$ cat config.mk
export PLATFORM = sky130hd
export DESIGN_NAME = lcst_top
export DESIGN_NICKNAME = d
export VERILOG_FILES = /design/src/hdl/sec_state_pkg.sv /design/src/hdl/lc_state_pkg.sv /design/src/hdl/lcst_top.sv /design/src/hdl/debug_en_gen.sv /design/src/hdl/sec_state_fsm.sv /design/src/hdl/lc_unlock_eval.sv
export SDC_FILE = /design/constraint.sdc
export NUM_CORES = 1
export LEC_CHECK = 0
export ABC_AREA = 1
export BUFFER_PORTS_ARGS = -buffer_cell sky130_fd_sc_hd__buf_2
export CAP_MARGIN = 30
export CORE_AREA = 2 2 114 116
export CTS_BUF_LIST = sky130_fd_sc_hd__clkbuf_4
export CTS_CLUSTER_SIZE = 30
export DETAILED_ROUTE_END_ITERATION = 7
export DIE_AREA = 0 0 116 118
export PLACE_DENSITY = 0.49
export SLEW_MARGIN = 10
export SYNTH_ARGS = -nofsm -noshare
export SYNTH_HDL_FRONTEND = slang
export SYNTH_SLANG_ARGS = --single-unit
$ cat constraint.sdc
create_clock -name clk_i -period 2.3 [get_ports clk_i]
set_clock_uncertainty 0.1 [all_clocks]
set_input_delay 0.575 -clock clk_i [delete_from_list [all_inputs] [get_ports clk_i]]
set_output_delay 0.575 -clock clk_i [all_outputs]
set_load 0.1 [all_outputs]
$ cat src/hdl/sec_state_pkg.sv
`default_nettype none

package sec_state_pkg;

  // ----------------------------------------------------------------------
  // Translator FSM states
  // ----------------------------------------------------------------------
  typedef enum logic [2:0] {
    RESET,
    IDLE,
    // Sticky locked state, left only through a volatile raw unlock
    NON_DEBUG,
    UNPROV_DEBUG,
    MANUF_NON_DEBUG,
    MANUF_DEBUG,
    PROD_NON_DEBUG,
    PROD_DEBUG
  } xlat_state_e;

  // ----------------------------------------------------------------------
  // Core security state seen by the crypto core
  // ----------------------------------------------------------------------
  // Code 2 is unused
  typedef enum logic [1:0] {
    UNPROVISIONED = 2'd0,
    MANUFACTURING = 2'd1,
    PRODUCTION    = 2'd3
  } device_lifecycle_e;

  typedef struct packed {
    device_lifecycle_e device_lifecycle;
    logic              debug_locked;
  } security_state_t;

  // Safe default, production with debug locked
  parameter security_state_t SEC_STATE_LOCKED = '{
    device_lifecycle: PRODUCTION,
    debug_locked:     1'b1
  };

endpackage

`default_nettype wire

$ cat src/hdl/lc_state_pkg.sv
`default_nettype none

package lc_state_pkg;

  // ----------------------------------------------------------------------
  // Lifecycle states as stored in fuses and driven by the LC controller
  // ----------------------------------------------------------------------
  // Compact 5-bit encoding, codes above SCRAP are invalid
  typedef enum logic [4:0] {
    LC_ST_RAW            = 5'd0,
    LC_ST_TEST_UNLOCKED0 = 5'd1,
    LC_ST_TEST_UNLOCKED1 = 5'd2,
    LC_ST_TEST_UNLOCKED2 = 5'd3,
    LC_ST_TEST_UNLOCKED3 = 5'd4,
    LC_ST_TEST_UNLOCKED4 = 5'd5,
    LC_ST_TEST_UNLOCKED5 = 5'd6,
    LC_ST_TEST_UNLOCKED6 = 5'd7,
    LC_ST_TEST_UNLOCKED7 = 5'd8,
    LC_ST_TEST_LOCKED0   = 5'd9,
    LC_ST_TEST_LOCKED1   = 5'd10,
    LC_ST_TEST_LOCKED2   = 5'd11,
    LC_ST_TEST_LOCKED3   = 5'd12,
    LC_ST_TEST_LOCKED4   = 5'd13,
    LC_ST_TEST_LOCKED5   = 5'd14,
    LC_ST_TEST_LOCKED6   = 5'd15,
    LC_ST_DEV            = 5'd16,
    LC_ST_PROD           = 5'd17,
    LC_ST_PROD_END       = 5'd18,
    LC_ST_RMA            = 5'd19,
    LC_ST_SCRAP          = 5'd20
  } lc_state_e;

  // ----------------------------------------------------------------------
  // Multi-bit booleans from the LC controller
  // ----------------------------------------------------------------------
  typedef logic [3:0] lc_tx_t;

  // Only this pattern means true, anything else is false
  parameter lc_tx_t LC_TX_ON = 4'b0101;

endpackage

`default_nettype wire
$ cat src/hdl/lcst_top.sv
`default_nettype none

module lcst_top #(
  parameter int UNLOCK_LEVEL_W = 64
) (
  input  wire logic                      clk_i,
  input  wire logic                      rst_ni,
  input  wire logic                      warm_reset_warn_i,
  input  wire logic                      state_error_i,
  input  wire logic                      lcc_prog_req_i,
  input  wire lc_state_pkg::lc_state_e   lcc_prog_state_i,
  input  wire logic                      volatile_raw_unlock_i,
  input  wire lc_state_pkg::lc_tx_t      lc_dft_en_i,
  input  wire lc_state_pkg::lc_tx_t      lc_hw_debug_en_i,
  input  wire logic                      otp_valid_i,
  input  wire lc_state_pkg::lc_state_e   otp_lc_state_i,
  input  wire logic                      manuf_dbg_en_i,
  input  wire logic [UNLOCK_LEVEL_W-1:0] unlock_level_i,
  input  wire logic [UNLOCK_LEVEL_W-1:0] dft_en_mask_i,
  input  wire logic [UNLOCK_LEVEL_W-1:0] dbg_unlock_mask_i,
  input  wire logic [UNLOCK_LEVEL_W-1:0] cltap_unlock_mask_i,
  output logic                           soc_dft_en_o,
  output logic                           soc_hw_debug_en_o,
  output lc_state_pkg::lc_state_e        otp_static_state_o,
  output logic                           otp_state_valid_o,
  output sec_state_pkg::security_state_t security_state_o
);

  // Grants and scrap request, shared by FSM and enable logic
  logic dft_unlock;
  logic hw_dbg_unlock;
  logic prod_unlock;
  logic scrap_req;

  // Valid echo back to the SoC
  assign otp_state_valid_o = otp_valid_i;

  // ----------------------------------------------------------------------
  // Wide mask datapath
  // ----------------------------------------------------------------------
  lc_unlock_eval #(
    .UNLOCK_LEVEL_W (UNLOCK_LEVEL_W)
  ) u_unlock_eval (
    .unlock_level_i      (unlock_level_i),
    .dft_en_mask_i       (dft_en_mask_i),
    .dbg_unlock_mask_i   (dbg_unlock_mask_i),
    .cltap_unlock_mask_i (cltap_unlock_mask_i),
    .lcc_prog_req_i      (lcc_prog_req_i),
    .lcc_prog_state_i    (lcc_prog_state_i),
    .dft_unlock_o        (dft_unlock),
    .hw_dbg_unlock_o     (hw_dbg_unlock),
    .prod_unlock_o       (prod_unlock),
    .scrap_req_o         (scrap_req)
  );

  // ----------------------------------------------------------------------
  // Security state translator
  // ----------------------------------------------------------------------
  sec_state_fsm u_sec_state_fsm (
    .clk_i                 (clk_i),
    .rst_ni                (rst_ni),
    .otp_valid_i           (otp_valid_i),
    .otp_lc_state_i        (otp_lc_state_i),
    .warm_reset_warn_i     (warm_reset_warn_i),
    .state_error_i         (state_error_i),
    .scrap_req_i           (scrap_req),
    .volatile_raw_unlock_i (volatile_raw_unlock_i),
    .manuf_dbg_en_i        (manuf_dbg_en_i),
    .prod_unlock_i         (prod_unlock),
    .otp_static_state_o    (otp_static_state_o),
    .security_state_o      (security_state_o)
  );

  // SoC DFT and hardware debug enables
  debug_en_gen u_debug_en_gen (
    .clk_i             (clk_i),
    .rst_ni            (rst_ni),
    .otp_valid_i       (otp_valid_i),
    .lc_dft_en_i       (lc_dft_en_i),
    .lc_hw_debug_en_i  (lc_hw_debug_en_i),
    .dft_unlock_i      (dft_unlock),
    .hw_dbg_unlock_i   (hw_dbg_unlock),
    .scrap_req_i       (scrap_req),
    .soc_dft_en_o      (soc_dft_en_o),
    .soc_hw_debug_en_o (soc_hw_debug_en_o)
  );

endmodule

`default_nettype wire

$ cat src/hdl/debug_en_gen.sv
`default_nettype none

module debug_en_gen (
  input  wire logic                 clk_i,
  input  wire logic                 rst_ni,
  input  wire logic                 otp_valid_i,
  input  wire lc_state_pkg::lc_tx_t lc_dft_en_i,
  input  wire lc_state_pkg::lc_tx_t lc_hw_debug_en_i,
  input  wire logic                 dft_unlock_i,
  input  wire logic                 hw_dbg_unlock_i,
  input  wire logic                 scrap_req_i,
  output logic                      soc_dft_en_o,
  output logic                      soc_hw_debug_en_o
);

  logic dft_en_d;
  logic hw_debug_en_d;

  // ----------------------------------------------------------------------
  // Enable decode
  // ----------------------------------------------------------------------
  // LC enable must be exactly ON, a mask grant also opens it
  // Pending scrap closes both
  assign dft_en_d = ((lc_dft_en_i == lc_state_pkg::LC_TX_ON) || dft_unlock_i) &&
                    !scrap_req_i;
  assign hw_debug_en_d = ((lc_hw_debug_en_i == lc_state_pkg::LC_TX_ON) || hw_dbg_unlock_i) &&
                         !scrap_req_i;

  // Output flops, cleared while valid is low
  always_ff @(posedge clk_i or negedge rst_ni) begin
    if (!rst_ni) begin
      soc_dft_en_o      <= 1'b0;
      soc_hw_debug_en_o <= 1'b0;
    end else if (otp_valid_i) begin
      soc_dft_en_o      <= dft_en_d;
      soc_hw_debug_en_o <= hw_debug_en_d;
    end else begin
      soc_dft_en_o      <= 1'b0;
      soc_hw_debug_en_o <= 1'b0;
    end
  end

endmodule

`default_nettype wire

$ cat src/hdl/sec_state_fsm.sv
`default_nettype none

module sec_state_fsm (
  input  wire logic                      clk_i,
  input  wire logic                      rst_ni,
  input  wire logic                      otp_valid_i,
  input  wire lc_state_pkg::lc_state_e   otp_lc_state_i,
  input  wire logic                      warm_reset_warn_i,
  input  wire logic                      state_error_i,
  input  wire logic                      scrap_req_i,
  input  wire logic                      volatile_raw_unlock_i,
  input  wire logic                      manuf_dbg_en_i,
  input  wire logic                      prod_unlock_i,
  output lc_state_pkg::lc_state_e        otp_static_state_o,
  output sec_state_pkg::security_state_t security_state_o
);

  sec_state_pkg::xlat_state_e     state_q;
  sec_state_pkg::xlat_state_e     state_d;
  sec_state_pkg::security_state_t sec_state_d;

  // Escape condition shared by all decoded states
  logic force_lock;

  assign force_lock = state_error_i || scrap_req_i;

  // ----------------------------------------------------------------------
  // Registers
  // ----------------------------------------------------------------------
  // Everything falls back to the locked default while valid is low
  always_ff @(posedge clk_i or negedge rst_ni) begin
    if (!rst_ni) begin
      state_q            <= sec_state_pkg::RESET;
      security_state_o   <= sec_state_pkg::SEC_STATE_LOCKED;
      otp_static_state_o <= lc_state_pkg::LC_ST_RAW;
    end else if (otp_valid_i) begin
      state_q            <= state_d;
      otp_static_state_o <= otp_lc_state_i;
      // Warm reset warning wins over the decoded state
      if (warm_reset_warn_i) begin
        security_state_o <= sec_state_pkg::SEC_STATE_LOCKED;
      end else begin
        security_state_o <= sec_state_d;
      end
    end else begin
      state_q            <= sec_state_pkg::RESET;
      security_state_o   <= sec_state_pkg::SEC_STATE_LOCKED;
      otp_static_state_o <= lc_state_pkg::LC_ST_RAW;
    end
  end

  // ----------------------------------------------------------------------
  // Next state and security state decode
  // ----------------------------------------------------------------------
  always_comb begin
    // Defaults hold the state and report locked production
    state_d     = state_q;
    sec_state_d = sec_state_pkg::SEC_STATE_LOCKED;

    case (state_q)
      sec_state_pkg::RESET: begin
        state_d = sec_state_pkg::IDLE;
      end

      sec_state_pkg::IDLE: begin
        // Decode the captured fuse state
        if (force_lock || (otp_static_state_o == lc_state_pkg::LC_ST_SCRAP)) begin
          state_d = sec_state_pkg::NON_DEBUG;
        end else if ((otp_static_state_o == lc_state_pkg::LC_ST_RAW) ||
                     (otp_static_state_o inside {[lc_state_pkg::LC_ST_TEST_LOCKED0 :
                                                  lc_state_pkg::LC_ST_TEST_LOCKED6]})) begin
          state_d = sec_state_pkg::NON_DEBUG;
        end else if (otp_static_state_o inside {[lc_state_pkg::LC_ST_TEST_UNLOCKED0 :
                                                 lc_state_pkg::LC_ST_TEST_UNLOCKED7]}) begin
          state_d = sec_state_pkg::UNPROV_DEBUG;
        end else if (otp_static_state_o == lc_state_pkg::LC_ST_DEV) begin
          state_d = sec_state_pkg::MANUF_NON_DEBUG;
        end else if ((otp_static_state_o == lc_state_pkg::LC_ST_PROD) ||
                     (otp_static_state_o == lc_state_pkg::LC_ST_PROD_END)) begin
          state_d = sec_state_pkg::PROD_NON_DEBUG;
        end else if (otp_static_state_o == lc_state_pkg::LC_ST_RMA) begin
          state_d = sec_state_pkg::PROD_DEBUG;
        end else begin
          // Invalid code, keep waiting
          state_d = sec_state_pkg::IDLE;
        end
      end

      sec_state_pkg::NON_DEBUG: begin
        // Sticky, only a clean volatile unlock leaves it
        if (volatile_raw_unlock_i && !force_lock) begin
          state_d = sec_state_pkg::UNPROV_DEBUG;
        end
      end

      sec_state_pkg::UNPROV_DEBUG: begin
        if (force_lock) begin
          state_d = sec_state_pkg::NON_DEBUG;
        end else begin
          sec_state_d.device_lifecycle = sec_state_pkg::UNPROVISIONED;
          sec_state_d.debug_locked     = 1'b0;
        end
      end

      sec_state_pkg::MANUF_NON_DEBUG: begin
        if (force_lock) begin
          state_d = sec_state_pkg::NON_DEBUG;
        end else begin
          // Stays locked for this cycle even when unlocking
          sec_state_d.device_lifecycle = sec_state_pkg::MANUFACTURING;
          if (manuf_dbg_en_i) begin
            state_d = sec_state_pkg::MANUF_DEBUG;
          end
        end
      end

      sec_state_pkg::MANUF_DEBUG: begin
        if (force_lock) begin
          state_d = sec_state_pkg::NON_DEBUG;
        end else begin
          sec_state_d.device_lifecycle = sec_state_pkg::MANUFACTURING;
          sec_state_d.debug_locked     = 1'b0;
        end
      end

      sec_state_pkg::PROD_NON_DEBUG: begin
        if (force_lock) begin
          state_d = sec_state_pkg::NON_DEBUG;
        end else if (prod_unlock_i) begin
          state_d = sec_state_pkg::PROD_DEBUG;
        end
      end

      sec_state_pkg::PROD_DEBUG: begin
        if (force_lock) begin
          state_d = sec_state_pkg::NON_DEBUG;
        end else begin
          sec_state_d.debug_locked = 1'b0;
        end
      end

      default: begin
        state_d = sec_state_pkg::IDLE;
      end
    endcase
  end

endmodule

`default_nettype wire

$ cat src/hdl/lc_unlock_eval.sv
`default_nettype none

module lc_unlock_eval #(
  parameter int UNLOCK_LEVEL_W = 64
) (
  input  wire logic [UNLOCK_LEVEL_W-1:0] unlock_level_i,
  input  wire logic [UNLOCK_LEVEL_W-1:0] dft_en_mask_i,
  input  wire logic [UNLOCK_LEVEL_W-1:0] dbg_unlock_mask_i,
  input  wire logic [UNLOCK_LEVEL_W-1:0] cltap_unlock_mask_i,
  input  wire logic                      lcc_prog_req_i,
  input  wire lc_state_pkg::lc_state_e   lcc_prog_state_i,
  output logic                           dft_unlock_o,
  output logic                           hw_dbg_unlock_o,
  output logic                           prod_unlock_o,
  output logic                           scrap_req_o
);

  // ----------------------------------------------------------------------
  // Mask reductions
  // ----------------------------------------------------------------------
  // Level bits granted by each SoC mask register
  logic [UNLOCK_LEVEL_W-1:0] dft_hit;
  logic [UNLOCK_LEVEL_W-1:0] hw_dbg_hit;
  logic [UNLOCK_LEVEL_W-1:0] prod_hit;

  assign dft_hit    = unlock_level_i & dft_en_mask_i;
  assign hw_dbg_hit = unlock_level_i & cltap_unlock_mask_i;
  assign prod_hit   = unlock_level_i & dbg_unlock_mask_i;

  // Any overlapping bit grants the unlock
  assign dft_unlock_o    = |dft_hit;
  assign hw_dbg_unlock_o = |hw_dbg_hit;
  assign prod_unlock_o   = |prod_hit;

  // ----------------------------------------------------------------------
  // Scrap request detection
  // ----------------------------------------------------------------------
  // LC controller is programming the SCRAP state right now
  assign scrap_req_o = lcc_prog_req_i &&
                       (lcc_prog_state_i == lc_state_pkg::LC_ST_SCRAP);

endmodule

`default_nettype wire

# Yosys cells after proc, flatten, opt, wreduce, memory -nomap -nowiden
# Cells that the tools add are included.
# classes
bitwise_logic,3
order_cmp,4
n_mul,0
n_div,0
n_shift,0
mux,25
n_eq_ne,19
add_sub_neg,0
n_reduce_logical,21
# op_table
cell,count
$and 64x64->64,3
$reduce_or 64->1,3
$mux 3,17
$eq 5x5->1 const B,6
$pmux 3 s6,1
$eq 3x3->1 const B,4
$le 5x4->1 const B,2
$eq 4x3->1 const B,2
$ne 4x3->1 const B,2
$eq 3x2->1 const B,2
$logic_and 1x1->1,6
$logic_or 1x1->1,6
$ne 3x2->1 const B,2
$pmux 2 s3,1
$ge 5x1->1 const B,1
$ge 5x4->1 const B,1
$logic_not 5->1,1
$mux 5,1
$reduce_and 4->1,1
$eq 3x1->1 const B,1
$logic_not 3->1,1
$mux 1,3
$pmux 1 s3,1
$reduce_or 3->1,1
2 further kinds,3
# word_totals
mem_bits_rw,0
inputBits,282
mem_bits_ro,0
latchBits,0
mem_count,0
ff_bits,13

# Depth between registers and ports, before layout
# logic_depth
word_depth,9
ltp_mapped,11
mapped_depth_nobuf,11

# Modules after synthesis
# Synthesis repeated with hierarchy kept, for this count alone.
# unflattened
cells_unflattened,467
area_unflattened_um2,2210.9
# modules_own_cells
mod,area_per_inst_um2,instances,seq_area_each_um2,cells_per_inst
lc_unlock_eval,1430.1,1,0.0,360
sec_state_fsm,668.1,1,279.0,90
debug_en_gen,105.1,1,50.0,16
lcst_top,7.5,1,0.0,1

# Worst setup path before layout
# Ideal clock, no wire load.
# synth_path
path_kind,register to register
start,register u_sec_state_fsm.otp_static_state_o[4]
end,register u_sec_state_fsm.state_q[1]
stages_incl_launch_ff,11
t_required_ps,2135
arrival_ps,1748
synth_period_minus_slack_ps,1913
setup_slack_ps,387
path_cell_list,dfrtp_1 -> inv_2 -> nor2_2 -> nand3_1 -> inv_2 -> nor2_1 -> nand2_1 -> nand2_1 -> a21oi_1 -> nand4_1 -> nand2_1
# synth_via
elab_chain_cells,9
elab_cells_between_ends,23
classes_between,order compare (4); eq/ne (5); mux (8); reduce/logical (6)
# synth_rtl
element,line,rtl
"start, declared",sec_state_fsm.sv:14,"output lc_state_pkg::lc_state_e otp_static_state_o,"
"start signal, assigned",sec_state_fsm.sv:35,otp_static_state_o <= lc_state_pkg::LC_ST_RAW;
"start signal, assigned",sec_state_fsm.sv:38,otp_static_state_o <= otp_lc_state_i;
"start signal, assigned",sec_state_fsm.sv:48,otp_static_state_o <= lc_state_pkg::LC_ST_RAW;
"$eq 5x5->1, on equally long branches","sec_state_fsm.sv:81, sec_state_fsm.sv:78, sec_state_fsm.sv:79",
$mux 3 / $logic_or 1x1->1 (equally long branches),"sec_state_fsm.sv:81, sec_state_fsm.sv:78",
$mux 3,sec_state_fsm.sv:78,end else if ((otp_static_state_o == lc_state_pkg::LC_ST_PROD) ||
$mux 3,sec_state_fsm.sv:76,end else if (otp_static_state_o == lc_state_pkg::LC_ST_DEV) begin
$mux 3,sec_state_fsm.sv:73,end else if (otp_static_state_o inside {[lc_state_pkg::LC_ST_TEST_UNLOCKED0 :
$mux 3,sec_state_fsm.sv:69,end else if ((otp_static_state_o == lc_state_pkg::LC_ST_RAW) ||
$mux 3 (*),sec_state_fsm.sv:67,if (force_lock || (otp_static_state_o == lc_state_pkg::LC_ST_SCRAP)) begin
$pmux 3 s6 (*),sec_state_fsm.sv:60,case (state_q)
$mux 3 (*),sec_state_fsm.sv:36,end else if (otp_valid_i) begin
"end signal, assigned",sec_state_fsm.sv:33,state_q <= sec_state_pkg::RESET;
"end signal, assigned",sec_state_fsm.sv:37,state_q <= state_d;
"end signal, assigned",sec_state_fsm.sv:46,state_q <= sec_state_pkg::RESET;
"end, declared",sec_state_fsm.sv:18,sec_state_pkg::xlat_state_e state_q;
# Every way passes the cells marked *; elsewhere a longest branch is shown, timed or not.
# A chain may end at the register's enable or synchronous reset.

# Worst setup path after layout
# layout_path
start,register u_sec_state_fsm.security_state_o[1] (netlist name)
end,output port security_state_o[1] (netlist name)
# layout_lines
element,line,rtl
"end, declared",lcst_top.sv:26,output sec_state_pkg::security_state_t security_state_o
# No word-level cell between the ends.

==> flow_metrics.py <==
metrics = {
    "synth": {
        "ys_seq_elements": 13,
        "ys_top_cells_by_count": "nand2_1 (193), nor2_1 (63), a22o_1 (33)",
        "avgSynthCellArea_um2": 5.40,
        "synth_edf_count": 0,
        "syn_nets": 663,
        "yosysWarningCount": 0,
        "synth_top_area_cell": "nand2_1",
        "yosysTopAreaCellShare_pct": 35.2,
        "ys_seq_area_share_pct": 16.0,
        "synth_area_leaders": "nand2_1 (35%), a22o_1 (14%), dfrtp_1 (12%), nor2_1 (11%), dfstp_2 (3.8%)",
        "synth.distinct_cells": 23,
        "synth_most_common_cell": "nand2_1",
        "netlist_instances": 381,
        "synth_ff_type": "dfrtp_1",
        "syn_area_mm2": 0.00206,
        "synthArstFlopShare_pct": 100,
    },
    "clocking": {
        "cts_tree": "yes",
        "worstSkewPairLatency_ns": 0.29,
        "cts_resized": 0,
        "clk_pin_slew_ns": 0.10,
        "post_cts_buffers": 0,
        "ctsHoldBuffers": 0,
        "cts_max_level": 1,
        "root_buffer": "clkbuf_4",
        "clock_path_buffers": 2,
        "clock_sinks": 13,
        "cts_buffers": 3,
    },
    "critical_path": {
        "max_stage_delay_ns": 0.52,
        "crit_required_ns": 1.62,
        "crit_type": "reg -> out",
        "crit_path_end_kind": "primary output",
        "crit_family": "flip-flops",
        "critical_path_arrival_ns": 1.23,
        "cp-start-kind": "flop",
        "path_cells": "buf_2",
        "cpMaxStageDelayCell": "dfstp_2",
        "crit_buf_inv": 1,
        "cp_max_fo": 1,
    },
    "global_routing": {
        "grt_max_degree": 14,
        "grt_pass1_vias": 4064,
        "grt_pass1_wl_mm": 21.7,
        "grt.total_usage_pct": 21.1,
        "antenna_found_initial": 5,
        "overflow": 0,
    },
    "routing": {
        "postRouteWirelength_mm": 14.8,
        "final_antenna_net_count": 0,
        "initialDrtViolationCount": 163,
        "vias": 3730,
        "drc": 0,
        "viasPerCell": 4.37,
        "drtPass1Iterations": 5,
        "wl_per_cell_um": 17.3,
    },
    "sta": {
        "setup_viol": 0,
        "finalCriticalPeriod_ns": 1.90,
        "post-route-period-util_pct": 82.8,
        "fmax_mhz": 525,
        "rsz0062_at_grt": "no",
        "tightestPinTransition_ns": 0.492,
        "hold_viol_final": 0,
        "slew_violations": 0,
        "finalSetupTns_ns": 0,
        "slew_headroom_pct": 67.4,
    },
    "power_and_ir_drop": {
        "clockPowerShare_pct": 14.3,
        "cellPowerDensity_mw_per_mm2": 286,
        "switching_share_pct": 44.0,
        "leakage_uw": 0.00229,
        "pwr-share-seq_pct": 24.6,
        "pwr-share-comb_pct": 61.0,
        "power.internal_uw": 604,
        "irDropWorstVdd_mv": 0.0932,
        "p_sw_uw": 475,
    },
    "final_layout": {
        "nets": 959,
        "final_util_pct": 30.4,
        "area.growth.synth_to_final_pct": 83.2,
        "final_layout_size_suffix_gt1_share_pct": 47.0,
    },
    "placed_design": {
        "gp_congestion": 1.03,
        "numPortBuffers": 292,
        "dp.final_hpwl_mm": 13.7,
    },
    "job": {
        "cap_violations": 0,
    },
    "outcome": {
        "status": "finished clean",
    },
    "die": {
        "ioPinCount": 293,
        "dieWidth_um": 116,
        "dieArea_mm2": 0.0137,
        "core_mm2": 0.0124,
        "fp.dieH_um": 118,
        "num_rows": 41,
        "initial_core_util_pct": 16.6,
    },
    "min_path": {
        "hp-class": "in -> async",
    },
}
-- power by group through the flow --
stage          combinational (uW)  sequential (uW)  clock [uW]
3_5_place_dp                  660              269           0
3_3_place_gp                  660              269           0
5_1_grt                       728              268         172
2_1_floorplan                 233              317           0
6_report                      658              265         155
4_1_cts                       664              265         158
-- placed cells by master, fill, tap and decap left out --
cell type,Yosys,routed
diode_2,0,5
nor2_2,2,2
clkbuf_4,0,3
and2_0,1,1
o21ai_0,1,1
a221oi_1,9,9
inv_2,7,7
nor4_4,1,1
clkinv_2,0,1
nand4_1,11,11
dfstp_2,3,3
inv_1,16,16
nor3_1,7,7
nand3_1,8,8
nand2_1,193,193
a22o_1,33,33
nand3_2,5,5
o22ai_1,1,1
nand2_2,1,1
dfrtp_1,10,10
buf_2,1,292
o211ai_1,2,2
a22o_2,2,2
nor2_1,63,63
a21oi_1,3,3
buf_4,1,1
-- per-stage QoR --
| stage | cell area (um2) | total power [uW] | hold slack (ns) | cells | setup slack [ns] |
|---|---|---|---|---|---|
| detailed placement | 3730 | 930 | 0.394 | 844 | 0.385 |
| global placement | 3730 | 929 | 0.383 | 844 | 0.369 |
| floorplan | 2060 | 550 | 0.179 | 381 | 0.387 |
| finish | 3770 | 1080 | 0.0672 | 853 | 0.397 |
| CTS | 3760 | 1090 | 0.0779 | 848 | 0.389 |
| global route | 3770 | 1170 | 0.0776 | 853 | 0.354 |
-- worst reg2reg max path: cells and delay by family (launching register included) --
| family | cells | cell delay, ns |
|---|---|---|
| flops | 1 | 0.43 |
| simple gates | 8 | 0.79 |
| compound gates | 1 | 0.19 |
-- cell type report --
cell class,count,area (um2)
diodes,5,12.5
clock buffers,3,22.5
clock inverters,1,5.00
fillers,1481,8640
inverters,23,86.3
multi-input cells,343,1630
flip-flops and latches,13,329
well taps,172,215
repair buffers,293,1470
-- path summary, 6_finish.rpt --
check	from	endpoint	slack (ns)	cells after the start
setup / recovery	u_sec_state_fsm.security_state_o[1]$_DFF_PN1_	security_state_o[1]	0.40	1
max in group asynchronous	rst_ni	u_sec_state_fsm.security_state_o[1]$_DFF_PN1_	1.75	1
hold reg to reg	u_sec_state_fsm.state_q[1]$_DFFE_PN0P_	u_sec_state_fsm.state_q[1]$_DFFE_PN0P_	0.54	2
min in group clk_i	otp_lc_state_i[4]	u_sec_state_fsm.otp_static_state_o[4]$_DFF_PN0_	0.38	3
hold / removal	rst_ni	u_sec_state_fsm.state_q[0]$_DFFE_PN0P_	0.07	1
setup reg to reg	u_sec_state_fsm.otp_static_state_o[0]$_DFF_PN0_	u_sec_state_fsm.state_q[0]$_DFFE_PN0P_	0.76	9
-- layer usage --
| layer | global-route usage, % | share of wire (%) | up-vias |
|---|---|---|---|
| li1 | - | - | 1869 |
| met1 | 25.2 | 40 | 1642 |
| met2 | 38.7 | 51 | 200 |
| met3 | 2.83 | 7.1 | 19 |
| met4 | 5.88 | 2.2 | 0 |
| met5 | 0 | 0 | - |
-- logic make-up after synthesis --
family / synth area share [%]
buf+inv: 4.80
simple gates: 58.4
flops: 16.0
compound gates: 20.9
-- sequential cells by signal, indices dropped and copies added (netlist names) --
name and cells:
u_debug_en_gen.soc_dft_en_o 1, u_debug_en_gen.soc_hw_debug_en_o 1, u_sec_state_fsm.state_q 3, u_sec_state_fsm.security_state_o 3, u_sec_state_fsm.otp_static_state_o 5
Power figures use the tool's default switching activity.
